## config.mk

```make
export PLATFORM = sky130hd
export DESIGN_NAME = fetch_unit_flat
export DESIGN_NICKNAME = d
export VERILOG_FILES = /design/src/hw/fetch_pkg.sv /design/src/hw/fetch_cfg_if.sv /design/src/hw/fetch_unit.sv /design/src/flat_wrapper.sv
export SDC_FILE = /design/constraint.sdc
export NUM_CORES = 1
export LEC_CHECK = 0
export BUFFER_PORTS_ARGS = -buffer_cell sky130_fd_sc_hd__buf_2
export CORE_AREA = 2 2 107 109
export DETAILED_ROUTE_END_ITERATION = 8
export DIE_AREA = 0 0 109 111
export PLACE_DENSITY = 0.89
export SLEW_MARGIN = 0
export SYNTH_ARGS = -nofsm -noshare
export SYNTH_HDL_FRONTEND = slang
export SYNTH_SLANG_ARGS = --single-unit
```

## constraint.sdc

```tcl
create_clock -name clk -period 1.8 [get_ports clk]
set_input_delay 0.45 -clock clk [delete_from_list [all_inputs] [get_ports clk]]
set_output_delay 0.45 -clock clk [all_outputs]
set_load 0.05 [all_outputs]
```

## src/hw/fetch_pkg.sv

```systemverilog
package fetch_pkg;

    ////////////////////
    // widths and sizes
    ////////////////////

    localparam int XLEN       = 32;                 // data and address width.
    localparam int TAG_W      = 3;                  // flow tag, wraps past 7.
    localparam int IMEM_DEPTH = 256;                // words.
    localparam int IMEM_AW    = $clog2(IMEM_DEPTH); // word index width.
    localparam int APB_AW     = 12;

    localparam logic [XLEN-1:0] BOOT_RESET = 32'h0000_0000;

    ////////////////////
    // register map
    ////////////////////

    localparam logic [APB_AW-1:0] CTRL_OFS   = 12'h000;
    localparam logic [APB_AW-1:0] BOOT_OFS   = 12'h004;
    localparam logic [APB_AW-1:0] MTVEC_OFS  = 12'h008;
    localparam logic [APB_AW-1:0] MEPC_OFS   = 12'h00C;
    localparam logic [APB_AW-1:0] STATUS_OFS = 12'h010; // read only.
    localparam logic [APB_AW-1:0] IMEM_BASE  = 12'h400; // window up to 0x7fc.

    localparam int CTRL_RUN_BIT  = 0;
    localparam int CTRL_SRST_BIT = 1; // self-clearing.

    typedef enum logic [2:0] {
        SEL_CTRL,
        SEL_BOOT,
        SEL_MTVEC,
        SEL_MEPC,
        SEL_STATUS,
        SEL_IMEM,
        SEL_NONE
    } csr_sel_e;

endpackage

```

## src/hw/fetch_cfg_if.sv

```systemverilog
`timescale 1ns/1ps

interface fetch_cfg_if;

    logic                       run;        // fetch enable.
    logic                       soft_reset; // one-cycle pulse.
    logic [fetch_pkg::XLEN-1:0] boot_addr;
    logic [fetch_pkg::XLEN-1:0] mtvec;      // trap vector.
    logic [fetch_pkg::XLEN-1:0] mepc;       // return pc.
    logic [fetch_pkg::XLEN-1:0] cur_pc;     // status readback.

    // register side.
    modport csr (
        output run, soft_reset, boot_addr, mtvec, mepc,
        input  cur_pc
    );

    // pipeline side.
    modport fetch (
        input  run, soft_reset, boot_addr, mtvec, mepc,
        output cur_pc
    );

endinterface

```

## src/hw/fetch_unit.sv

```systemverilog
`timescale 1ns/1ps

module fetch_unit (
    input  logic                          clk,
    input  logic                          reset_n,
    fetch_cfg_if.fetch                    cfg,
    input  logic                          mret_i,
    input  logic                          exception_i,
    input  logic                          interrupt_ack_i,
    input  logic                          jump_i,
    input  logic [fetch_pkg::XLEN-1:0]    jump_target_i,
    input  logic                          hazard_i,
    output logic [fetch_pkg::IMEM_AW-1:0] imem_raddr_o,
    input  logic [fetch_pkg::XLEN-1:0]    imem_rdata_i,
    output logic [fetch_pkg::XLEN-1:0]    instr_o,
    output logic [fetch_pkg::XLEN-1:0]    pc_o,
    output logic [fetch_pkg::TAG_W-1:0]   tag_o,
    output logic                          instr_valid_o,
    output logic                          jumped_o,
    output logic                          jump_misaligned_o
);

    logic [fetch_pkg::XLEN-1:0]  pc;
    logic [fetch_pkg::XLEN-1:0]  redir_target;
    logic [fetch_pkg::TAG_W-1:0] cur_tag;
    logic [fetch_pkg::TAG_W-1:0] next_tag;
    logic                        pc_jumped;     // pc came from a redirect.
    logic                        pc_misaligned;
    logic                        trap;
    logic                        tag_step;
    logic                        redirect;
    logic                        advance;

    ////////////////////
    // pc control
    ////////////////////

    assign trap     = exception_i | interrupt_ack_i;
    assign tag_step = mret_i | trap | jump_i;       // soft reset keeps the tag.
    assign redirect = tag_step | cfg.soft_reset;
    assign advance  = cfg.run & ~hazard_i & ~redirect;

    // fixed priority: mret, trap, jump, then soft reset.
    always_comb begin
        if (mret_i) begin
            redir_target = cfg.mepc;
        end else if (trap) begin
            redir_target = cfg.mtvec;
        end else if (jump_i) begin
            redir_target = jump_target_i;
        end else begin
            redir_target = cfg.boot_addr;
        end
    end

    always_ff @(posedge clk or negedge reset_n) begin
        if (!reset_n) begin
            pc            <= fetch_pkg::BOOT_RESET;
            pc_jumped     <= 1'b0;
            pc_misaligned <= 1'b0;
        end else if (redirect) begin
            pc            <= redir_target;
            pc_jumped     <= 1'b1;
            pc_misaligned <= |redir_target[1:0];
        end else if (advance) begin
            pc            <= {pc[fetch_pkg::XLEN-1:2], 2'b00} + fetch_pkg::XLEN'(4); // realign.
            pc_jumped     <= 1'b0;
            pc_misaligned <= 1'b0;
        end
    end

    assign cfg.cur_pc = pc;

    ////////////////////
    // tag calculator
    ////////////////////

    assign next_tag = cur_tag + fetch_pkg::TAG_W'(1);

    always_ff @(posedge clk or negedge reset_n) begin
        if (!reset_n) begin
            cur_tag <= '0;
        end else if (tag_step) begin
            cur_tag <= next_tag;
        end
    end

    ////////////////////
    // fetch outputs
    ////////////////////

    // a stall re-reads the word on display so instr_o holds with pc_o.
    assign imem_raddr_o = hazard_i ? pc_o[fetch_pkg::IMEM_AW+1:2]
                                   : pc[fetch_pkg::IMEM_AW+1:2];
    assign instr_o      = imem_rdata_i; // memory read register is the output stage.

    always_ff @(posedge clk or negedge reset_n) begin
        if (!reset_n) begin
            instr_valid_o     <= 1'b0;
            pc_o              <= '0;
            tag_o             <= '0;
            jumped_o          <= 1'b0;
            jump_misaligned_o <= 1'b0;
        end else if (redirect) begin
            instr_valid_o     <= 1'b0;  // squash old path.
            jumped_o          <= 1'b0;
            jump_misaligned_o <= 1'b0;
        end else if (!hazard_i) begin
            instr_valid_o     <= cfg.run;
            if (cfg.run) begin
                pc_o              <= pc;
                tag_o             <= cur_tag;
                jumped_o          <= pc_jumped;
                jump_misaligned_o <= pc_misaligned;
            end
        end
    end

    a_squash: assert property (@(posedge clk) disable iff (!reset_n)
        redirect |=> !instr_valid_o)
        else $error("valid word right after redirect");

    a_aligned: assert property (@(posedge clk) disable iff (!reset_n)
        instr_valid_o && !jump_misaligned_o |-> pc_o[1:0] == 2'b00)
        else $error("unaligned pc without misalignment flag");

endmodule

```

## src/flat_wrapper.sv

```systemverilog
// flat-port wrapper written by rule: the top's interface ports become plain ports
module fetch_unit_flat 
  (clk, reset_n, mret_i, exception_i, interrupt_ack_i, jump_i, jump_target_i, hazard_i, imem_raddr_o, imem_rdata_i, instr_o, pc_o, tag_o, instr_valid_o, jumped_o, jump_misaligned_o, cfg_run, cfg_soft_reset, cfg_boot_addr, cfg_mtvec, cfg_mepc, cfg_cur_pc);
  fetch_cfg_if cfg_i ();
  input  logic clk;
  input  logic reset_n;
  input  logic mret_i;
  input  logic exception_i;
  input  logic interrupt_ack_i;
  input  logic jump_i;
  input  logic [fetch_pkg::XLEN-1:0] jump_target_i;
  input  logic hazard_i;
  output logic [fetch_pkg::IMEM_AW-1:0] imem_raddr_o;
  input  logic [fetch_pkg::XLEN-1:0] imem_rdata_i;
  output logic [fetch_pkg::XLEN-1:0] instr_o;
  output logic [fetch_pkg::XLEN-1:0] pc_o;
  output logic [fetch_pkg::TAG_W-1:0] tag_o;
  output logic instr_valid_o;
  output logic jumped_o;
  output logic jump_misaligned_o;
  input wire logic [$bits(cfg_i.run)-1:0] cfg_run;
  input wire logic [$bits(cfg_i.soft_reset)-1:0] cfg_soft_reset;
  input wire logic [$bits(cfg_i.boot_addr)-1:0] cfg_boot_addr;
  input wire logic [$bits(cfg_i.mtvec)-1:0] cfg_mtvec;
  input wire logic [$bits(cfg_i.mepc)-1:0] cfg_mepc;
  output wire logic [$bits(cfg_i.cur_pc)-1:0] cfg_cur_pc;
  assign cfg_i.run = cfg_run;
  assign cfg_i.soft_reset = cfg_soft_reset;
  assign cfg_i.boot_addr = cfg_boot_addr;
  assign cfg_i.mtvec = cfg_mtvec;
  assign cfg_i.mepc = cfg_mepc;
  assign cfg_cur_pc = cfg_i.cur_pc;
  fetch_unit u_core (.clk(clk), .reset_n(reset_n), .cfg(cfg_i), .mret_i(mret_i), .exception_i(exception_i), .interrupt_ack_i(interrupt_ack_i), .jump_i(jump_i), .jump_target_i(jump_target_i), .hazard_i(hazard_i), .imem_raddr_o(imem_raddr_o), .imem_rdata_i(imem_rdata_i), .instr_o(instr_o), .pc_o(pc_o), .tag_o(tag_o), .instr_valid_o(instr_valid_o), .jumped_o(jumped_o), .jump_misaligned_o(jump_misaligned_o));
endmodule
```

==> summary.md <==
The flow ran to the end, and the final reports show no timing, DRC or antenna violations. The DRC violations left was 0; the post-synth net total was 658. At the worst endpoint, the arrival time is 1.35 ns. OpenSTA, run right after detailed placement, puts the worst setup slack at -0.2038 ns. In the post-route analysis, the smallest setup slack over all paths is 0.000008105 ns. The number of antenna violations at the first check in global routing is 0, and the path depth of the worst reg2reg path is 5.

After legalization and detailed placement, the total HPWL measured 12,530 um. Timing would allow up to 555.6 MHz. 0 antenna diodes ended up in the layout.

In this run the critical register-to-register path is launched from u_core.cfg.cur_pc[6]. The path class of the tightest hold or removal check is input port to async pin. In this run the core area contains 39 standard-cell rows. The floorplan die area came out at 12,100 sq um.

At the pin with the least slew margin, the transition time is 0.5208 ns. The logs give 0 for the number of pins with negative max-slew slack in the final report and 393 for the DRC violation total after the first TritonRoute iteration. The count of buffers added on input and output ports is 214. The logs give 43.44% for the effective utilization at floorplan and 75 for the total clock sinks. After synthesis, flip-flops and latches occupy 39.00% of the total area. The synthesized instance count came out at 487. The worst setup path is of the flop to output pin kind.

The layout has 899 filler cells. Sequential cell area: 1897 sq um. For the core area, the log shows 11,080 sq um. The clock input transition at the sequential cells of the worst setup and hold paths was 0.06 ns.

The first global-routing pass estimated 24,650 um of wire. No sink is reached through more buffers than the 2 on the longest clock path. Setup repair after global routing could not meet its margin everywhere.

The depth of the CTS H-tree was 3. STA classifies the critical path startpoint as a flop. The number of clock buffers inserted by TritonCTS came out at 9. The logs give 48 for the count of different cell masters after synthesis and 878 for the net count of the finished layout.

The number of placed instances, taps included, is 839. The run gives 1.35 ns as the required time at the endpoint of the critical path. The setup slack of the worst register-to-register path was 0.05 ns.

The most critical setup path has its endpoint at imem_raddr_o[0]. The logs give 514.8 uV for the worst voltage drop across the vdd grid and 4,717 for the number of global-route vias before repair. STA classifies the critical path endpoint as an output pin.

Setup violations remaining at the end of the flow were counted as 0. For this design the ratio of total power to cell area is 901.6 nW/um^2. The analysis attributes to cell leakage a power of 0.003211 uW.

Vias per cell: 5.551. The area occupied by multi-input gates was 2517 sq um; the layout-stage area growth over the synthesis result was 37.73%. The maximum clock skew at final layout is 0.005625 ns. The tree is rooted in a clkbuf_16. In this run the horizontal extent of the chip is 109 um. Across every metal layer, demand over resource in global routing totals 26.48%.

At the later pin of the worst-skew pair, clock insertion delay measures 0.34 ns. The max-capacitance violation count was 0; the number of nets with antenna violations after routing was 0. The endpoint identified for the worst register-to-register timing path is u_core.cfg.cur_pc[25]. For this run the aggregate overflow at the end of global routing stands at 0. Measured against its own limit, the worst slew margin works out to 65.07%. Excluding fillers, the count of instances in the completed layout stands at 855. The first TritonRoute pass finished after 5 iterations. The final route contains 4,746 vias. The share of the clock period used by the worst path was 100.0%; the mean area per synthesized cell was 9.881 sq um. The clock period could shrink to 1.800 ns.

The post-route netlist has 51.26% of its cells at a drive strength greater than 1. Of all nets on the critical path, the largest fanout is 4. Wires add up to 15,880 um.

After detailed routing, the average wire length per cell comes to 18.57 um. The register bit total from synthesis came out at 75. The most critical setup path has its startpoint at u_core.cfg.cur_pc[2]. The number of synthesis warnings was 0; the final estimated routing congestion in global placement was 0.9044. For the pin count of the biggest net entering global routing, the log shows 48. The cell area that synthesis handed to floorplanning was 4812 sq um.

TritonCTS built the clock tree. 279 I/O pins were placed. The die is 111 um tall. The run gives 0 as the final-report hold violation count.
-- flip-flops by register name, indices dropped and copies added (netlist names) --
signal / cells
u_core.cur_tag: 3
u_core.jump_misaligned_o: 1
u_core.tag_o: 3
u_core.pc_o: 32
u_core.cfg.cur_pc: 32
u_core.instr_valid_o: 1
u_core.jumped_o: 1
u_core.pc_jumped: 1
u_core.pc_misaligned: 1
-- stage by stage --
| stage | instance area (sq um) | utilization [%] | hold slack, ns | total power (uW) | TNS (ns) |
|---|---|---|---|---|---|
| after floorplan | 4857 | - | 0.1544 | 3641 | -0.1246 |
| after global placement | 6248 | 56.41 | 0.3943 | 4118 | -6.108 |
| after detailed placement | 6248 | 56.41 | 0.3997 | 4175 | -8.585 |
| after CTS | 6583 | 59.43 | 0.04190 | 5972 | -0.01105 |
| after global routing | 6628 | 59.83 | 0.06432 | 6202 | -0.01535 |
| final | 6628 | 59.83 | 0.03337 | 5976 | 0 |
-- worst min path at each step --
stage / from / endpoint / slack [ns] / cells after the start
6_report: reset_n / u_core.pc_o[26] / 0.03 / 1
5_1_grt: reset_n / u_core.pc_o[0] / 0.06 / 1
4_1_cts: reset_n / u_core.jump_misaligned_o / 0.04 / 1
3_5_place_dp: reset_n / u_core.pc_o[0] / 0.40 / 1
3_3_place_gp: reset_n / u_core.pc_o[0] / 0.39 / 1
2_1_floorplan: reset_n / u_core.cfg.cur_pc[0] / 0.15 / 0
-- metal layers --
metal	GRT usage [%]	part of all wire, %	vias up
li1	-	-	2195
met1	33.56	40	2223
met2	43.85	49	273
met3	4.586	7.3	55
met4	11.54	3.3	0
met5	0	0	-
-- worst max-delay path, stage by stage, from the launching register on --
cell and delay, ns:
dfrtp_2 0.45, buf_6 0.14, mux2_4 0.27, buf_8 0.15
-- final cells by class --
| cell class | instances | area share [%] |
|---|---|---|
| Clock buffer | 13 | 4.229 |
| Clock inverter | 3 | 0.3021 |
| Inverter | 4 | 0.2265 |
| Multi-Input combinational cell | 340 | 37.98 |
| Sequential cell | 75 | 28.62 |
| Tap cell | 143 | 2.700 |
| Timing Repair Buffer | 277 | 25.94 |
-- logic make-up after synthesis --
group	count (synthesis)	synth area share [%]
muxes	75	16.74
DFF	75	39.00
and+or+nand+nor	128	13.94
buffers and inverters	72	9.490
AOI/OAI and AO/OA	110	15.76
xor gates and xnor gates	25	4.550
adders and majority gates	2	0.5199
-- synth_stat cells, drive strengths merged --
| library cell | instances | share of area (%) |
|---|---|---|
| and3 | 3 | 0.39 |
| o21bai | 1 | 0.16 |
| nand2 | 32 | 2.5 |
| ha | 2 | 0.52 |
| o22ai | 2 | 0.26 |
| nor3 | 10 | 1.0 |
| nor2b | 2 | 0.26 |
| a21oi | 33 | 3.6 |
| xor2 | 8 | 1.5 |
| o21ai | 2 | 0.21 |
| buf | 58 | 8.4 |
| xnor2 | 17 | 3.1 |
| a31oi | 3 | 0.39 |
| a22o | 1 | 0.18 |
| and4b | 1 | 0.21 |
| nand2b | 3 | 0.39 |
| and2 | 3 | 0.39 |
| a22oi | 1 | 0.16 |
| o311a | 3 | 0.62 |
| inv | 4 | 0.31 |
| mux2 | 44 | 10 |
| and4 | 4 | 0.83 |
| a41oi | 1 | 0.18 |
| dfrtp | 75 | 39 |
| a211oi | 53 | 8.3 |
| nor4 | 8 | 1.3 |
| nand3 | 11 | 1.4 |
| a2111oi | 1 | 0.18 |
| clkbuf | 10 | 0.78 |
| or4 | 1 | 0.16 |
| a21o | 2 | 0.31 |
| mux2i | 31 | 6.4 |
| o31ai | 1 | 0.16 |
| a211o | 4 | 0.73 |
| o221ai | 1 | 0.18 |
| a31o | 1 | 0.18 |
| nor2 | 41 | 3.5 |
| nand4 | 9 | 1.6 |
-- timing repair --
| item | CTS | global route |
|---|---|---|
| endpoints found under the setup margin | 6 | 9 |
| resized for setup | 11 | 12 |
| buffers inserted | 0 | 0 |
| hold buffers | 0 | 0 |
-- placed cells by master, fill, tap and decap left out, types with 3 or more instances in the layout --
| cell type | Yosys | layout |
|---|---|---|
| a211oi_1 | 53 | 53 |
| nor2_1 | 39 | 38 |
| mux2_2 | 37 | 36 |
| nor2_4 | 2 | 3 |
| inv_1 | 4 | 4 |
| nand2_1 | 32 | 32 |
| buf_4 | 38 | 52 |
| nand4_1 | 7 | 7 |
| nand2b_1 | 3 | 3 |
| buf_12 | 0 | 9 |
| and3_1 | 3 | 3 |
| nor4_1 | 6 | 5 |
| and2_1 | 3 | 3 |
| buf_2 | 17 | 207 |
| mux2_1 | 7 | 6 |
| nor3_1 | 10 | 9 |
| buf_6 | 3 | 6 |
| dfrtp_1 | 75 | 59 |
| dfrtp_2 | 0 | 16 |
| a31oi_1 | 3 | 3 |
| a211o_1 | 4 | 4 |
| xnor2_1 | 17 | 17 |
| clkbuf_16 | 0 | 9 |
| mux2i_1 | 31 | 31 |
| a21oi_1 | 31 | 31 |
| o311a_1 | 3 | 3 |
| clkbuf_8 | 0 | 4 |
| xor2_1 | 8 | 8 |
| buf_8 | 0 | 3 |
| nand3_1 | 9 | 9 |
-- where the power goes --
group | switching [uW] | internal (uW)
clock | 679 | 1080
combinational | 1390 | 725
sequential | 183 | 1920
(Power assumes the default switching activity.)
