--- src/hw/fetch_pkg.sv ---
package fetch_pkg;

    ////////////////////
    // widths and sizes
    ////////////////////

    localparam int XLEN       = 32;                 // data and address width.
    localparam int TAG_W      = 3;                  // flow tag, wraps past 7.
    localparam int IMEM_DEPTH = 256;                // words.
    localparam int IMEM_AW    = $clog2(IMEM_DEPTH); // word index width.
    localparam int APB_AW     = 12;

    localparam logic [XLEN-1:0] BOOT_RESET = 32'h0000_0000;

    ////////////////////
    // register map
    ////////////////////

    localparam logic [APB_AW-1:0] CTRL_OFS   = 12'h000;
    localparam logic [APB_AW-1:0] BOOT_OFS   = 12'h004;
    localparam logic [APB_AW-1:0] MTVEC_OFS  = 12'h008;
    localparam logic [APB_AW-1:0] MEPC_OFS   = 12'h00C;
    localparam logic [APB_AW-1:0] STATUS_OFS = 12'h010; // read only.
    localparam logic [APB_AW-1:0] IMEM_BASE  = 12'h400; // window up to 0x7fc.

    localparam int CTRL_RUN_BIT  = 0;
    localparam int CTRL_SRST_BIT = 1; // self-clearing.

    typedef enum logic [2:0] {
        SEL_CTRL,
        SEL_BOOT,
        SEL_MTVEC,
        SEL_MEPC,
        SEL_STATUS,
        SEL_IMEM,
        SEL_NONE
    } csr_sel_e;

endpackage

--- src/hw/fetch_cfg_if.sv ---
`timescale 1ns/1ps

interface fetch_cfg_if;

    logic                       run;        // fetch enable.
    logic                       soft_reset; // one-cycle pulse.
    logic [fetch_pkg::XLEN-1:0] boot_addr;
    logic [fetch_pkg::XLEN-1:0] mtvec;      // trap vector.
    logic [fetch_pkg::XLEN-1:0] mepc;       // return pc.
    logic [fetch_pkg::XLEN-1:0] cur_pc;     // status readback.

    // register side.
    modport csr (
        output run, soft_reset, boot_addr, mtvec, mepc,
        input  cur_pc
    );

    // pipeline side.
    modport fetch (
        input  run, soft_reset, boot_addr, mtvec, mepc,
        output cur_pc
    );

endinterface

--- src/hw/fetch_csr_apb.sv ---
`timescale 1ns/1ps

module fetch_csr_apb (
    input  logic                          clk_i,
    input  logic                          reset_n,
    input  logic                          psel_i,
    input  logic                          penable_i,
    input  logic                          pwrite_i,
    input  logic [fetch_pkg::APB_AW-1:0]  paddr_i,
    input  logic [fetch_pkg::XLEN-1:0]    pwdata_i,
    output logic [fetch_pkg::XLEN-1:0]    prdata_o,
    output logic                          pready_o,
    output logic                          pslverr_o,
    fetch_cfg_if.csr                      cfg,
    output logic                          imem_we_o,
    output logic [fetch_pkg::IMEM_AW-1:0] imem_waddr_o,
    output logic [fetch_pkg::XLEN-1:0]    imem_wdata_o
);

    fetch_pkg::csr_sel_e sel;

    logic                       access;
    logic                       wr_en;
    logic                       run_q;
    logic                       soft_reset_q;
    logic [fetch_pkg::XLEN-1:0] boot_q;
    logic [fetch_pkg::XLEN-1:0] mtvec_q;
    logic [fetch_pkg::XLEN-1:0] mepc_q;

    ////////////////////
    // address decode
    ////////////////////

    always_comb begin
        if (paddr_i[1:0] != 2'b00) begin
            sel = fetch_pkg::SEL_NONE; // unaligned.
        end else if (paddr_i[fetch_pkg::APB_AW-1:fetch_pkg::IMEM_AW+2] ==
                     fetch_pkg::IMEM_BASE[fetch_pkg::APB_AW-1:fetch_pkg::IMEM_AW+2]) begin
            sel = fetch_pkg::SEL_IMEM;
        end else begin
            case (paddr_i)
                fetch_pkg::CTRL_OFS:   sel = fetch_pkg::SEL_CTRL;
                fetch_pkg::BOOT_OFS:   sel = fetch_pkg::SEL_BOOT;
                fetch_pkg::MTVEC_OFS:  sel = fetch_pkg::SEL_MTVEC;
                fetch_pkg::MEPC_OFS:   sel = fetch_pkg::SEL_MEPC;
                fetch_pkg::STATUS_OFS: sel = fetch_pkg::SEL_STATUS;
                default:               sel = fetch_pkg::SEL_NONE;
            endcase
        end
    end

    assign access   = psel_i & penable_i;      // no wait states.
    assign wr_en    = access & pwrite_i;
    assign pready_o = 1'b1;

    assign pslverr_o = access & ((sel == fetch_pkg::SEL_NONE) |
                                 (!pwrite_i & (sel == fetch_pkg::SEL_IMEM)) |
                                 (pwrite_i & (sel == fetch_pkg::SEL_STATUS)));

    ////////////////////
    // registers
    ////////////////////

    always_ff @(posedge clk_i or negedge reset_n) begin
        if (!reset_n) begin
            run_q        <= 1'b0;
            soft_reset_q <= 1'b0;
            boot_q       <= fetch_pkg::BOOT_RESET;
            mtvec_q      <= '0;
            mepc_q       <= '0;
        end else begin
            soft_reset_q <= 1'b0; // pulse drops after one cycle.
            if (wr_en) begin
                case (sel)
                    fetch_pkg::SEL_CTRL: begin
                        run_q        <= pwdata_i[fetch_pkg::CTRL_RUN_BIT];
                        soft_reset_q <= pwdata_i[fetch_pkg::CTRL_SRST_BIT];
                    end
                    fetch_pkg::SEL_BOOT:  boot_q  <= pwdata_i;
                    fetch_pkg::SEL_MTVEC: mtvec_q <= pwdata_i;
                    fetch_pkg::SEL_MEPC:  mepc_q  <= pwdata_i;
                    default: ;
                endcase
            end
        end
    end

    always_comb begin
        prdata_o = '0;
        case (sel)
            fetch_pkg::SEL_CTRL: begin
                prdata_o[fetch_pkg::CTRL_RUN_BIT]  = run_q;
                prdata_o[fetch_pkg::CTRL_SRST_BIT] = soft_reset_q;
            end
            fetch_pkg::SEL_BOOT:   prdata_o = boot_q;
            fetch_pkg::SEL_MTVEC:  prdata_o = mtvec_q;
            fetch_pkg::SEL_MEPC:   prdata_o = mepc_q;
            fetch_pkg::SEL_STATUS: prdata_o = cfg.cur_pc;
            default:               prdata_o = '0;
        endcase
    end

    assign cfg.run        = run_q;
    assign cfg.soft_reset = soft_reset_q;
    assign cfg.boot_addr  = boot_q;
    assign cfg.mtvec      = mtvec_q;
    assign cfg.mepc       = mepc_q;

    // memory window writes pass straight through.
    assign imem_we_o    = wr_en & (sel == fetch_pkg::SEL_IMEM);
    assign imem_waddr_o = paddr_i[fetch_pkg::IMEM_AW+1:2];
    assign imem_wdata_o = pwdata_i;

    a_pready: assert property (@(posedge clk_i) disable iff (!reset_n)
        psel_i && penable_i |-> pready_o)
        else $error("pready low in access phase");

    a_srst_pulse: assert property (@(posedge clk_i) disable iff (!reset_n)
        cfg.soft_reset |=> !cfg.soft_reset)
        else $error("soft reset longer than one cycle");

endmodule

--- src/flat_wrapper.sv ---
// flat-port wrapper written by rule: the top's interface ports become plain ports
module fetch_csr_apb_flat 
  (clk_i, reset_n, psel_i, penable_i, pwrite_i, paddr_i, pwdata_i, prdata_o, pready_o, pslverr_o, imem_we_o, imem_waddr_o, imem_wdata_o, cfg_run, cfg_soft_reset, cfg_boot_addr, cfg_mtvec, cfg_mepc, cfg_cur_pc);
  fetch_cfg_if cfg_i ();
  input  logic clk_i;
  input  logic reset_n;
  input  logic psel_i;
  input  logic penable_i;
  input  logic pwrite_i;
  input  logic [fetch_pkg::APB_AW-1:0] paddr_i;
  input  logic [fetch_pkg::XLEN-1:0] pwdata_i;
  output logic [fetch_pkg::XLEN-1:0] prdata_o;
  output logic pready_o;
  output logic pslverr_o;
  output logic imem_we_o;
  output logic [fetch_pkg::IMEM_AW-1:0] imem_waddr_o;
  output logic [fetch_pkg::XLEN-1:0] imem_wdata_o;
  output wire logic [$bits(cfg_i.run)-1:0] cfg_run;
  output wire logic [$bits(cfg_i.soft_reset)-1:0] cfg_soft_reset;
  output wire logic [$bits(cfg_i.boot_addr)-1:0] cfg_boot_addr;
  output wire logic [$bits(cfg_i.mtvec)-1:0] cfg_mtvec;
  output wire logic [$bits(cfg_i.mepc)-1:0] cfg_mepc;
  input wire logic [$bits(cfg_i.cur_pc)-1:0] cfg_cur_pc;
  assign cfg_run = cfg_i.run;
  assign cfg_soft_reset = cfg_i.soft_reset;
  assign cfg_boot_addr = cfg_i.boot_addr;
  assign cfg_mtvec = cfg_i.mtvec;
  assign cfg_mepc = cfg_i.mepc;
  assign cfg_i.cur_pc = cfg_cur_pc;
  fetch_csr_apb u_core (.clk_i(clk_i), .reset_n(reset_n), .psel_i(psel_i), .penable_i(penable_i), .pwrite_i(pwrite_i), .paddr_i(paddr_i), .pwdata_i(pwdata_i), .prdata_o(prdata_o), .pready_o(pready_o), .pslverr_o(pslverr_o), .cfg(cfg_i), .imem_we_o(imem_we_o), .imem_waddr_o(imem_waddr_o), .imem_wdata_o(imem_wdata_o));
endmodule
--- config.mk ---
export PLATFORM = sky130hd
export DESIGN_NAME = fetch_csr_apb_flat
export DESIGN_NICKNAME = d
export VERILOG_FILES = /design/src/hw/fetch_pkg.sv /design/src/hw/fetch_cfg_if.sv /design/src/hw/fetch_csr_apb.sv /design/src/flat_wrapper.sv
export SDC_FILE = /design/constraint.sdc
export NUM_CORES = 1
export LEC_CHECK = 0
export ABC_AREA = 0
export BUFFER_PORTS_ARGS = -buffer_cell sky130_fd_sc_hd__buf_4
export CAP_MARGIN = 20
export CORE_MARGIN = 1.5
export CORE_UTILIZATION = 25
export DETAILED_ROUTE_END_ITERATION = 10
export GPL_TIMING_DRIVEN = 0
export PLACE_DENSITY = 0.5
export SETUP_SLACK_MARGIN = 0.5
export SKIP_CTS_REPAIR_TIMING = 1
export SLEW_MARGIN = 20
export SYNTH_ARGS = -nofsm -noshare
export SYNTH_HDL_FRONTEND = slang
export SYNTH_SLANG_ARGS = --single-unit
--- constraint.sdc ---
create_clock -name clk_i -period 1.7 [get_ports clk_i]
set_clock_uncertainty 0.2 [all_clocks]
set_input_delay 0.085 -clock clk_i [delete_from_list [all_inputs] [get_ports clk_i]]
set_output_delay 0.085 -clock clk_i [all_outputs]
set_load 0.02 [all_outputs]
==> run summary, run 1 <==
## Pwr
- 5.13 mW — Total Power
- 0.247 — switching share of power
- 0.122 — fraction of power consumed by combinational cells
- 564 mW/mm2 — PwrDens
- 0.455 — sequential share of power
- 4.55 nW — total leakage power
- 1.27 mW — switching power summed over all nets
- 0.423 — Clk pwr share
- 3.86 mW — internal power contribution
- 0.477 mV — worst supply voltage drop on vdd

## Clock tree
- done — CTS tree
- 98 — clock sinks
- 0.34 ns — clock insertion delay at the later pin of the skew report
- 2 — CTS Buffer Depth
- clkbuf_16 — clock root buffer
- 0.07 ns — clock slew seen by the registers of the worst setup and hold paths
- 9 — number of CTS-inserted buffers
- 3 — CTS H-tree lvls

## Critical path
- u_core.cfg.boot_addr[29] — reg-to-reg endpoint
- 2 — Worst Reg2Reg Path Length in Cells
- 1.89 ns — data arrival time at the worst-slack endpoint
- u_core.cfg.boot_addr[29] — reg2reg start
- 0.57 ns — Crit path largest cell delay
- primary input to flip-flop — class of the most critical setup path
- 0.56 ns — reg2reg setup slack
- or4_4 — cell type of the slowest stage on the worst timing path
- 10 — maximum fanout along the worst path
- flip-flop — endpoint type of the worst setup path
- primary input — Startpoint Class
- paddr_i[9] — Critical Path Source
- buf_6 > nor4_4 > nand2_2 > or4_4 > buf_8 > buf_12 > mux2_4 — crit-path cells
- 1.73 ns — data required time at the worst endpoint

## Layout
- 0.00272 mm2 — footprint of the multi-input gates
- 0.00909 mm2 — post-route cell area
- 79.6% — synth-to-layout area growth
- 0.00245 mm2 — Register Area
- 1853 — final-layout fill cell count
- 789 — nets@finish
- 0 — antenna diode instance count
- 0.743 — share of post-route cells with drive strength above 1

## Place
- 12900 um — HPWL after detailed placement
- 250 — number of input and output port buffers inserted
- -0.895 ns — Place WS
- 0.00778 mm2 — Cell Area, Placed
- 0.813 — final weighted congestion in routability-driven placement

## Synthesis
- 473 — number of nets produced by synthesis
- dfrtp_1 — count leader, synth
- 12.9 um2 — Avg Cell Area, Syn
- 98 — Seq cells post-synth
- 0.485 — share of Yosys cell area claimed by the top area cell type
- 0.485 — sequential element share of the synthesized area
- 0 — Post-synth EDFFs
- 32 — number of library cell types mapped by synthesis
- 1.00 — fraction of registers with async set/reset
- dfrtp_1 — cell taking the most area after synthesis
- dfrtp_1 48%, mux2_2 15%, mux2_4 8.9% — Area contributors post-synth
- 0 — number of warnings printed during yosys synthesis
- 98 x dfrtp_1, 67 x mux2_2, 44 x buf_4 — most frequent cells after synthesis
- 392 — gate count after technology mapping
- dfrtp_1 — most used flip-flop cell after synthesis
- 0.00506 mm2 — area of the mapped netlist

## GRT
- 26800 um — global-route wire length before repair
- 99 — maximum number of pins on one net before global-route repair
- 0 — GRT overflow
- 0.164 — global-route total usage across every layer
- 0 — initial antenna violation count
- 4465 — via count of the first global-routing pass

## STA
- yes — setup repair after global routing missed its margin
- -0.443 ns — Post-Route Hold Slack
- -0.161 ns — final worst slack
- 537 MHz — Max Fclk
- 126 — Finish-stage setup viols
- 1.86 ns — clock period minus worst slack
- 98 — Final Hold Vio Count
- 1.09 — fraction of the cycle the final worst path needs
- 0 — pins over their slew limit
- 0.345 — Slew headroom
- 0.983 ns — slew at the pin closest to its max-slew limit

## Run
- 0 — reported max-cap violation count

## Run status
- negative hold slack, negative setup slack — violations in the final reports
- complete, but fails checks — run status

## Floorplan
- 0.257 — Initial Utilization
- 51 — std cell rows
- 0.0197 mm2 — total core area
- 254 — I/O pin count
- 145 um — x dimension of the die
- 0.0211 mm2 — DIE AREA
- 145 um — Die Y-Extent

## Hold path
- primary input to asynchronous set/reset pin — kind of path behind the tightest hold check

## Route
- 4.55 — vias per std cell
- 74 — Starting DRT DRC Count
- 0 — number of antenna-violating nets in the routed design
- 19.0 um — mean routed wirelength per cell
- 0 — DRC violation count after routing
- 4453 — total vias in the final route
- 4 — number of iterations in the first detailed-routing pass
- 18600 um — final WL

sequential cells by signal, indices dropped and copies added (netlist names):
signal                 flops
u_core.cfg.boot_addr      32
u_core.cfg.mepc           32
u_core.cfg.mtvec          32
u_core.cfg.run             1
u_core.cfg.soft_reset      1
worst max-delay path by stage:
stage | end | cells after the start
6_report | u_core.cfg.mtvec[23] | 7
3_5_place_dp | u_core.cfg.mepc[24] | 6
4_1_cts | u_core.cfg.mepc[23] | 6
5_1_grt | u_core.cfg.mtvec[13] | 7
2_1_floorplan | u_core.cfg.mtvec[10] | 6
3_3_place_gp | u_core.cfg.mepc[26] | 6
metrics by stage:
stage	setup TNS, ns	util	instances
after floorplan	-19.67	-	392
after global placement	-70.34	0.396	907
final	-11.35	0.462	978
after CTS	-33.91	0.412	923
after global routing	-21.02	0.462	978
after detailed placement	-71.12	0.396	907
cell families (layout without fill, tap and decap cells):
group	after synthesis	in the layout	share of synthesized area
AOI/OAI and AO/OA	65	65	0.0838
buffers and inverters	67	388	0.0878
and+or+nand+nor	32	32	0.0411
muxes	129	129	0.302
other	1	1	0.000741
DFF	98	98	0.485
routing by layer:
| metal | vias to the layer above | part of all wire | global-route usage |
|---|---|---|---|
| met2 | 161 | 0.50 | 0.284 |
| met3 | 11 | 0.061 | 0.0399 |
| li1 | 2029 | - | - |
| met5 | - | 0 | 0 |
| met1 | 2252 | 0.43 | 0.204 |
| met4 | 0 | 0.0096 | 0.0398 |
cell usage in the layout (no fill, tap or decap), types with 4 or more instances in the layout:
master / Yosys / routed
buf_12: 0 / 11
mux2_2: 67 / 12
dfrtp_1: 98 / 97
clkbuf_2: 0 / 5
buf_6: 3 / 40
clkbuf_8: 0 / 7
clkbuf_16: 0 / 14
nor2_1: 6 / 4
dlygate4sd3_1: 0 / 32
o21ai_2: 0 / 27
mux2i_1: 30 / 30
buf_4: 44 / 270
mux2_4: 30 / 87
a22oi_2: 0 / 29
power by group through the flow:
| stage | clock (mW) | sequential, mW | combinational [mW] |
|---|---|---|---|
| finish | 2.17 | 2.33 | 0.624 |
| global route | 2.32 | 2.33 | 0.665 |
| CTS | 2.23 | 2.33 | 0.563 |
| detailed placement | 0 | 2.38 | 0.561 |
| global placement | 0 | 2.38 | 0.555 |
| floorplan | 0 | 2.38 | 0.212 |
layout make-up:
| cell class | count | area share |
|---|---|---|
| Buffer | 67 | 0.0725 |
| Clock buffer | 10 | 0.0263 |
| Clock inverter | 6 | 0.00785 |
| Multi-Input combinational cell | 227 | 0.299 |
| Sequential cell | 98 | 0.270 |
| Tap cell | 265 | 0.0365 |
| Timing Repair Buffer | 305 | 0.288 |
critical path, delay by kind of cell:
kind | cells | cell delay, ns
multiplexers | 1 | 0.29
buffers and inverters | 3 | 0.40
AND/OR/NAND/NOR | 3 | 1.11
Power figures use the tool's default switching activity.
==> run 2: changes to the inputs <==
--- a/config.mk
+++ b/config.mk
@@ -9,10 +9,10 @@
 export BUFFER_PORTS_ARGS = -buffer_cell sky130_fd_sc_hd__buf_4
 export CAP_MARGIN = 20
 export CORE_MARGIN = 1.5
-export CORE_UTILIZATION = 25
+export CORE_UTILIZATION = 30
 export DETAILED_ROUTE_END_ITERATION = 10
 export GPL_TIMING_DRIVEN = 0
-export PLACE_DENSITY = 0.5
+export PLACE_DENSITY = 0.57
 export SETUP_SLACK_MARGIN = 0.5
 export SKIP_CTS_REPAIR_TIMING = 1
 export SLEW_MARGIN = 20
==> run 2 against run 1 <==
Compared with the run above: the flow still finishes with violations (negative hold slack, negative setup slack); routed wire length shrank 3.6%; sequential share of layout area shrank 0.19 points; via count is 0.74% lower; first-iteration DRC count grew to 3.2 times the previous value.
==> run summary, run 2 (synthesized netlist as in run 1, its figures left out) <==
## Pwr
- 547 mW/mm2 — PwrDens
- 4.62 nW — total leakage power
- 0.419 mV — worst supply voltage drop on vdd

## GRT
- 99 — maximum number of pins on one net before global-route repair
- 0 — initial antenna violation count
- 4296 — via count of the first global-routing pass
- 25400 um — global-route wire length before repair
- 0.187 — global-route total usage across every layer
- 0 — GRT overflow

## Layout
- 797 — nets@finish
- 1454 — final-layout fill cell count
- 272 x buf_4, 98 x dfrtp_1, 95 x mux2_4, 46 x buf_6, 32 x dlygate4sd3_1 — most used cells in the layout excluding fill and tap cells
- 0.00915 mm2 — post-route cell area
- 80.8% — synth-to-layout area growth
- buf_4 — most common cell after layout, fill and taps aside
- 0 — antenna diode instance count
- 0.747 — share of post-route cells with drive strength above 1
- 939 — non-filler instance count after layout

## Critical path
- paddr_i[9] — Critical Path Source
- 2 — Worst Reg2Reg Path Length in Cells
- u_core.cfg.boot_addr[29] — reg-to-reg endpoint
- 1.89 ns — data arrival time at the worst-slack endpoint
- 0.54 ns — reg2reg setup slack
- u_core.cfg.boot_addr[29] — reg2reg start
- 6 — maximum fanout along the worst path
- u_core.cfg.mtvec[25] — worst setup path endpoint
- flip-flop — endpoint type of the worst setup path
- 1.73 ns — data required time at the worst endpoint
- primary input to flip-flop — class of the most critical setup path
- primary input — Startpoint Class

## Run
- 0 — reported max-cap violation count

## STA
- 98 — Final Hold Vio Count
- yes — setup repair after global routing missed its margin
- 1.09 — fraction of the cycle the final worst path needs
- -0.395 ns — Post-Route Hold Slack
- 0.371 — Slew headroom
- 1.86 ns — clock period minus worst slack
- -11.23 ns — Setup TNS Final
- -0.157 ns — final worst slack
- 0.944 ns — slew at the pin closest to its max-slew limit
- 124 — Finish-stage setup viols
- 538 MHz — Max Fclk
- 0 — pins over their slew limit

## Clock tree
- clkbuf_16 — clock root buffer
- 3 — CTS H-tree lvls
- 0.34 ns — clock insertion delay at the later pin of the skew report
- 98 — clock sinks
- 9 — number of CTS-inserted buffers
- 0.07 ns — clock slew seen by the registers of the worst setup and hold paths
- 2 — CTS Buffer Depth
- done — CTS tree

## Floorplan
- 133 um — Die Y-Extent
- 47 — std cell rows
- 0.0177 mm2 — DIE AREA
- 254 — I/O pin count
- 0.0165 mm2 — total core area
- 133 um — x dimension of the die
- 0.306 — Initial Utilization

## Place
- 250 — number of input and output port buffers inserted
- 0.00773 mm2 — Cell Area, Placed
- 12000 um — HPWL after detailed placement
- 862 — DP Cell Count
- 0.822 — final weighted congestion in routability-driven placement

## Route
- 19.1 um — mean routed wirelength per cell
- 0 — number of antenna-violating nets in the routed design
- 4 — number of iterations in the first detailed-routing pass
- 4420 — total vias in the final route
- 0 — DRC violation count after routing
- 235 — Starting DRT DRC Count
- 17900 um — final WL
- 4.71 — vias per std cell

## Hold path
- primary input to asynchronous set/reset pin — kind of path behind the tightest hold check

## Run status
- complete, but fails checks — run status
- negative hold slack, negative setup slack — violations in the final reports

-- run 2: cell count changes in the layout (fill, tap and decap cells not counted), sizes merged --
cell / change
clkinv: +1
inv: -2
buf: +8
clkbuf: -1
-- run 2: stage by stage --
| stage | hold WS (ns) | total power [mW] | setup WS (ns) | utilization |
|---|---|---|---|---|
| 2_1_floorplan | -0.411 | 2.60 | -0.241 | - |
| 3_3_place_gp | 0.136 | 2.93 | -0.750 | 0.467 |
| 3_5_place_dp | 0.0614 | 2.94 | -0.782 | 0.468 |
| 4_1_cts | -0.314 | 4.97 | -0.393 | 0.485 |
| 5_1_grt | -0.270 | 5.20 | -0.198 | 0.554 |
| 6_report | -0.395 | 5.01 | -0.157 | 0.554 |
-- run 2: area by class of cell --
type | instances | area, um2 | area share
well taps | 220 | 275 | 0.0301
repair buffers | 313 | 2710 | 0.296
flip-flops and latches | 98 | 2450 | 0.268
multi-input cells | 227 | 2760 | 0.302
clock buffers | 9 | 225 | 0.0246
clock inverters | 5 | 56.3 | 0.00615
plain buffers | 67 | 668 | 0.0730
-- run 2: power by group --
group          leakage [nW]  internal, mW  switching (mW)
Sequential             1.37          2.33         0.00253
Combinational          3.11         0.334           0.291
Clock                 0.138          1.13           0.919
Total                  4.62          3.79            1.21
-- run 2: layer usage --
metal | part of all wire | vias up | global-route usage
met2 | 0.50 | 160 | 0.309
met1 | 0.43 | 2212 | 0.245
met5 | 0 | - | 0
met4 | 0.010 | 0 | 0.0543
met3 | 0.061 | 13 | 0.0448
li1 | - | 2035 | -
-- run 2: worst min-delay path by stage --
stage / end / slack [ns] / cells past startpoint
floorplan: u_core.cfg.boot_addr[0] / -0.41 / 0
global placement: u_core.cfg.mepc[5] / 0.14 / 2
detailed placement: u_core.cfg.boot_addr[1] / 0.06 / 1
CTS: u_core.cfg.boot_addr[0] / -0.31 / 1
global route: u_core.cfg.boot_addr[1] / -0.27 / 1
finish: u_core.cfg.boot_addr[0] / -0.39 / 1
-- run 2: worst max-delay path, stage by stage --
cell,delay [ns]
buf_8,0.10
nor4_4,0.38
nand2_2,0.13
or4_4,0.57
buf_12,0.17
clkbuf_16,0.16
mux2_4,0.29
==> run 3: changes to the inputs <==
--- a/config.mk
+++ b/config.mk
@@ -5,7 +5,7 @@
 export SDC_FILE = /design/constraint.sdc
 export NUM_CORES = 1
 export LEC_CHECK = 0
-export ABC_AREA = 0
+export ABC_AREA = 1
 export BUFFER_PORTS_ARGS = -buffer_cell sky130_fd_sc_hd__buf_4
 export CAP_MARGIN = 20
 export CORE_MARGIN = 1.5
@@ -13,6 +13,7 @@
 export DETAILED_ROUTE_END_ITERATION = 10
 export GPL_TIMING_DRIVEN = 0
 export PLACE_DENSITY = 0.57
+export REMOVE_ABC_BUFFERS = 1
 export SETUP_SLACK_MARGIN = 0.5
 export SKIP_CTS_REPAIR_TIMING = 1
 export SLEW_MARGIN = 20
==> run 3 against run 2 <==
Compared with the run above: the run still ends with negative hold slack, negative setup slack left; non-clock buffer count down 22; power up 4.7%; combinational power increased by 28%; routed wire length increased by 44%; count of clock-buffer cells in the layout increased by 1; sequential cell count stayed put; die area up 6.8%; cell count up 19%.
==> run summary, run 3 <==
## STA
- -0.222 ns — final worst slack
- 51 — Finish-stage setup viols
- 0 — pins over their slew limit
- 99 — Final Hold Vio Count
- 1.13 — fraction of the cycle the final worst path needs
- 1.92 ns — clock period minus worst slack
- 1.14 ns — slew at the pin closest to its max-slew limit
- 0.240 — Slew headroom
- 520 MHz — Max Fclk
- -0.376 ns — Post-Route Hold Slack
- yes — setup repair after global routing missed its margin
- -6.00 ns — Setup TNS Final

## Route
- 0 — DRC violation count after routing
- 25800 um — final WL
- 23.1 um — mean routed wirelength per cell
- 274 — Starting DRT DRC Count
- 4 — number of iterations in the first detailed-routing pass
- 5.22 — vias per std cell
- 0 — number of antenna-violating nets in the routed design
- 5814 — total vias in the final route

## Layout
- 965 — nets@finish
- 0.00245 mm2 — Register Area
- 210 x buf_4, 107 x nand2_1, 97 x nand4_1, 97 x dfrtp_1, 85 x buf_6 — most used cells in the layout excluding fill and tap cells
- 0.582 — share of post-route cells with drive strength above 1
- 82.3% — synth-to-layout area growth
- 0 — antenna diode instance count
- buf_4 — most common cell after layout, fill and taps aside
- 1562 — final-layout fill cell count
- 0.00317 mm2 — footprint of the multi-input gates
- 1113 — non-filler instance count after layout

## Clock tree
- 98 — clock sinks
- 0.07 ns — clock slew seen by the registers of the worst setup and hold paths
- 3 — CTS H-tree lvls
- 9 — number of CTS-inserted buffers
- clkbuf_16 — clock root buffer
- 0.35 ns — clock insertion delay at the later pin of the skew report
- 2 — CTS Buffer Depth
- done — CTS tree

## GRT
- 0 — GRT overflow
- 99 — maximum number of pins on one net before global-route repair
- 0.309 — met2 capacity usage during global routing
- 0.0372 — GR Layer Usage met3
- 0.185 — global-route total usage across every layer
- 4693 — via count of the first global-routing pass
- 0 — initial antenna violation count
- 26600 um — global-route wire length before repair
- met2 — busiest grt layer
- 0.244 — GR Util met1

## Floorplan
- 48 — std cell rows
- 254 — I/O pin count
- 0.310 — Initial Utilization
- 137 um — Die Y-Extent
- 137 um — x dimension of the die
- 0.0189 mm2 — DIE AREA
- 0.0175 mm2 — total core area

## Critical path
- 1.64 ns — data arrival time at the worst-slack endpoint
- primary input — Startpoint Class
- primary input to primary output — class of the most critical setup path
- 4 — maximum fanout along the worst path
- primary output — endpoint type of the worst setup path
- 1.41 ns — data required time at the worst endpoint

## Run status
- complete, but fails checks — run status
- negative hold slack, negative setup slack — violations in the final reports

## Synthesis
- 0.00541 mm2 — area of the mapped netlist
- dfrtp_1 — cell taking the most area after synthesis
- 0 — number of warnings printed during yosys synthesis
- 577 — gate count after technology mapping
- 0.453 — sequential element share of the synthesized area
- dfrtp_1 45%, nand4_1 11%, nand2_1 10% — Area contributors post-synth
- dfrtp_1 — most used flip-flop cell after synthesis
- 98 — Seq cells post-synth
- 1.00 — fraction of registers with async set/reset
- 25 — number of library cell types mapped by synthesis
- 0.453 — share of Yosys cell area claimed by the top area cell type
- 150 x nand2_1, 98 x dfrtp_1, 97 x nand4_1 — most frequent cells after synthesis
- 9.38 um2 — Avg Cell Area, Syn
- nand2_1 — count leader, synth
- 0 — Post-synth EDFFs

## Run
- 0 — reported max-cap violation count

## Pwr
- 0.401 — Clk pwr share
- 531 mW/mm2 — PwrDens
- 0.153 — fraction of power consumed by combinational cells
- 3.88 mW — internal power contribution
- 4.91 nW — total leakage power
- 0.447 — sequential share of power
- 0.260 — switching share of power
- 1.36 mW — switching power summed over all nets
- 0.525 mV — worst supply voltage drop on vdd

## Hold path
- primary input to asynchronous set/reset pin — kind of path behind the tightest hold check

## Place
- 11300 um — HPWL after detailed placement
- 252 — number of input and output port buffers inserted
- 975 — DP Cell Count
- 0.734 — final weighted congestion in routability-driven placement

-- run 3: changes by cell type after synthesis, sizes merged, moves of 25 or more --
cell,previous run,this run
nand4,1,97
a22oi,31,0
nand3,2,41
o21ai,29,4
mux2i,30,0
mux2,99,63
nand2,4,151
-- run 3: critical path, cell delays in order --
cell and delay [ns]:
buf_8 0.10, nor2_4 0.11, nand2_2 0.09, nor2_4 0.21
nand3_4 0.12, buf_6 0.15, buf_6 0.12, nor2_4 0.15
buf_4 0.20, nand2_1 0.07, nand4_1 0.09, buf_4 0.14
-- run 3: path summary, 6_finish.rpt --
check,endpoint,slack (ns),cells past startpoint,from
min in group clk_i,u_core.cfg.soft_reset,-0.01,6,paddr_i[10]
min reg2reg,u_core.cfg.mtvec[1],0.32,2,u_core.cfg.mtvec[1]
max,prdata_o[27],-0.22,12,paddr_i[6]
max reg2reg,u_core.cfg.boot_addr[5],0.56,2,u_core.cfg.boot_addr[5]
max in group asynchronous,u_core.cfg.boot_addr[28],0.99,1,reset_n
min,u_core.cfg.mepc[12],-0.38,1,reset_n
-- run 3: final cells by class --
type	count	share of cell area
Clock inverter	5	0.00558
Timing Repair Buffer	358	0.350
Inverter	24	0.0181
Timing Repair inverter	3	0.00368
Multi-Input combinational cell	390	0.322
Tap cell	225	0.0285
Sequential cell	98	0.249
Clock buffer	10	0.0242
-- run 3: power groups by stage --
stage	Combinational, mW	Sequential, mW	Clock [mW]
finish	0.800	2.34	2.10
global route	0.845	2.34	2.25
CTS	0.509	2.34	2.14
detailed placement	0.507	2.38	0
global placement	0.490	2.38	0
floorplan	0.0712	2.39	0
-- run 3: metrics by stage --
stage	util	total power, mW	setup slack, ns	area, um2
6_report	0.565	5.24	-0.222	9870
5_1_grt	0.565	5.43	-0.276	9870
4_1_cts	0.428	4.99	-1.10	7470
3_5_place_dp	0.411	2.89	-1.13	7180
3_3_place_gp	0.404	2.87	-2.00	7070
2_1_floorplan	-	2.46	-0.662	4890
-- run 3: metal layers --
| layer | part of all wire | vias to the layer above |
|---|---|---|
| li1 | - | 2605 |
| met4 | 0.019 | 0 |
| met3 | 0.067 | 31 |
| met2 | 0.49 | 253 |
| met5 | 0 | - |
| met1 | 0.43 | 2925 |
-- run 3: logic make-up (layout without fill, tap and decap cells) --
family	after synthesis	in the layout	share of synthesized area
buf+inv	106	400	0.112
other cells	1	1	0.000693
compound gates	4	4	0.00439
mux	63	63	0.150
flops	98	98	0.453
simple gates	305	322	0.279
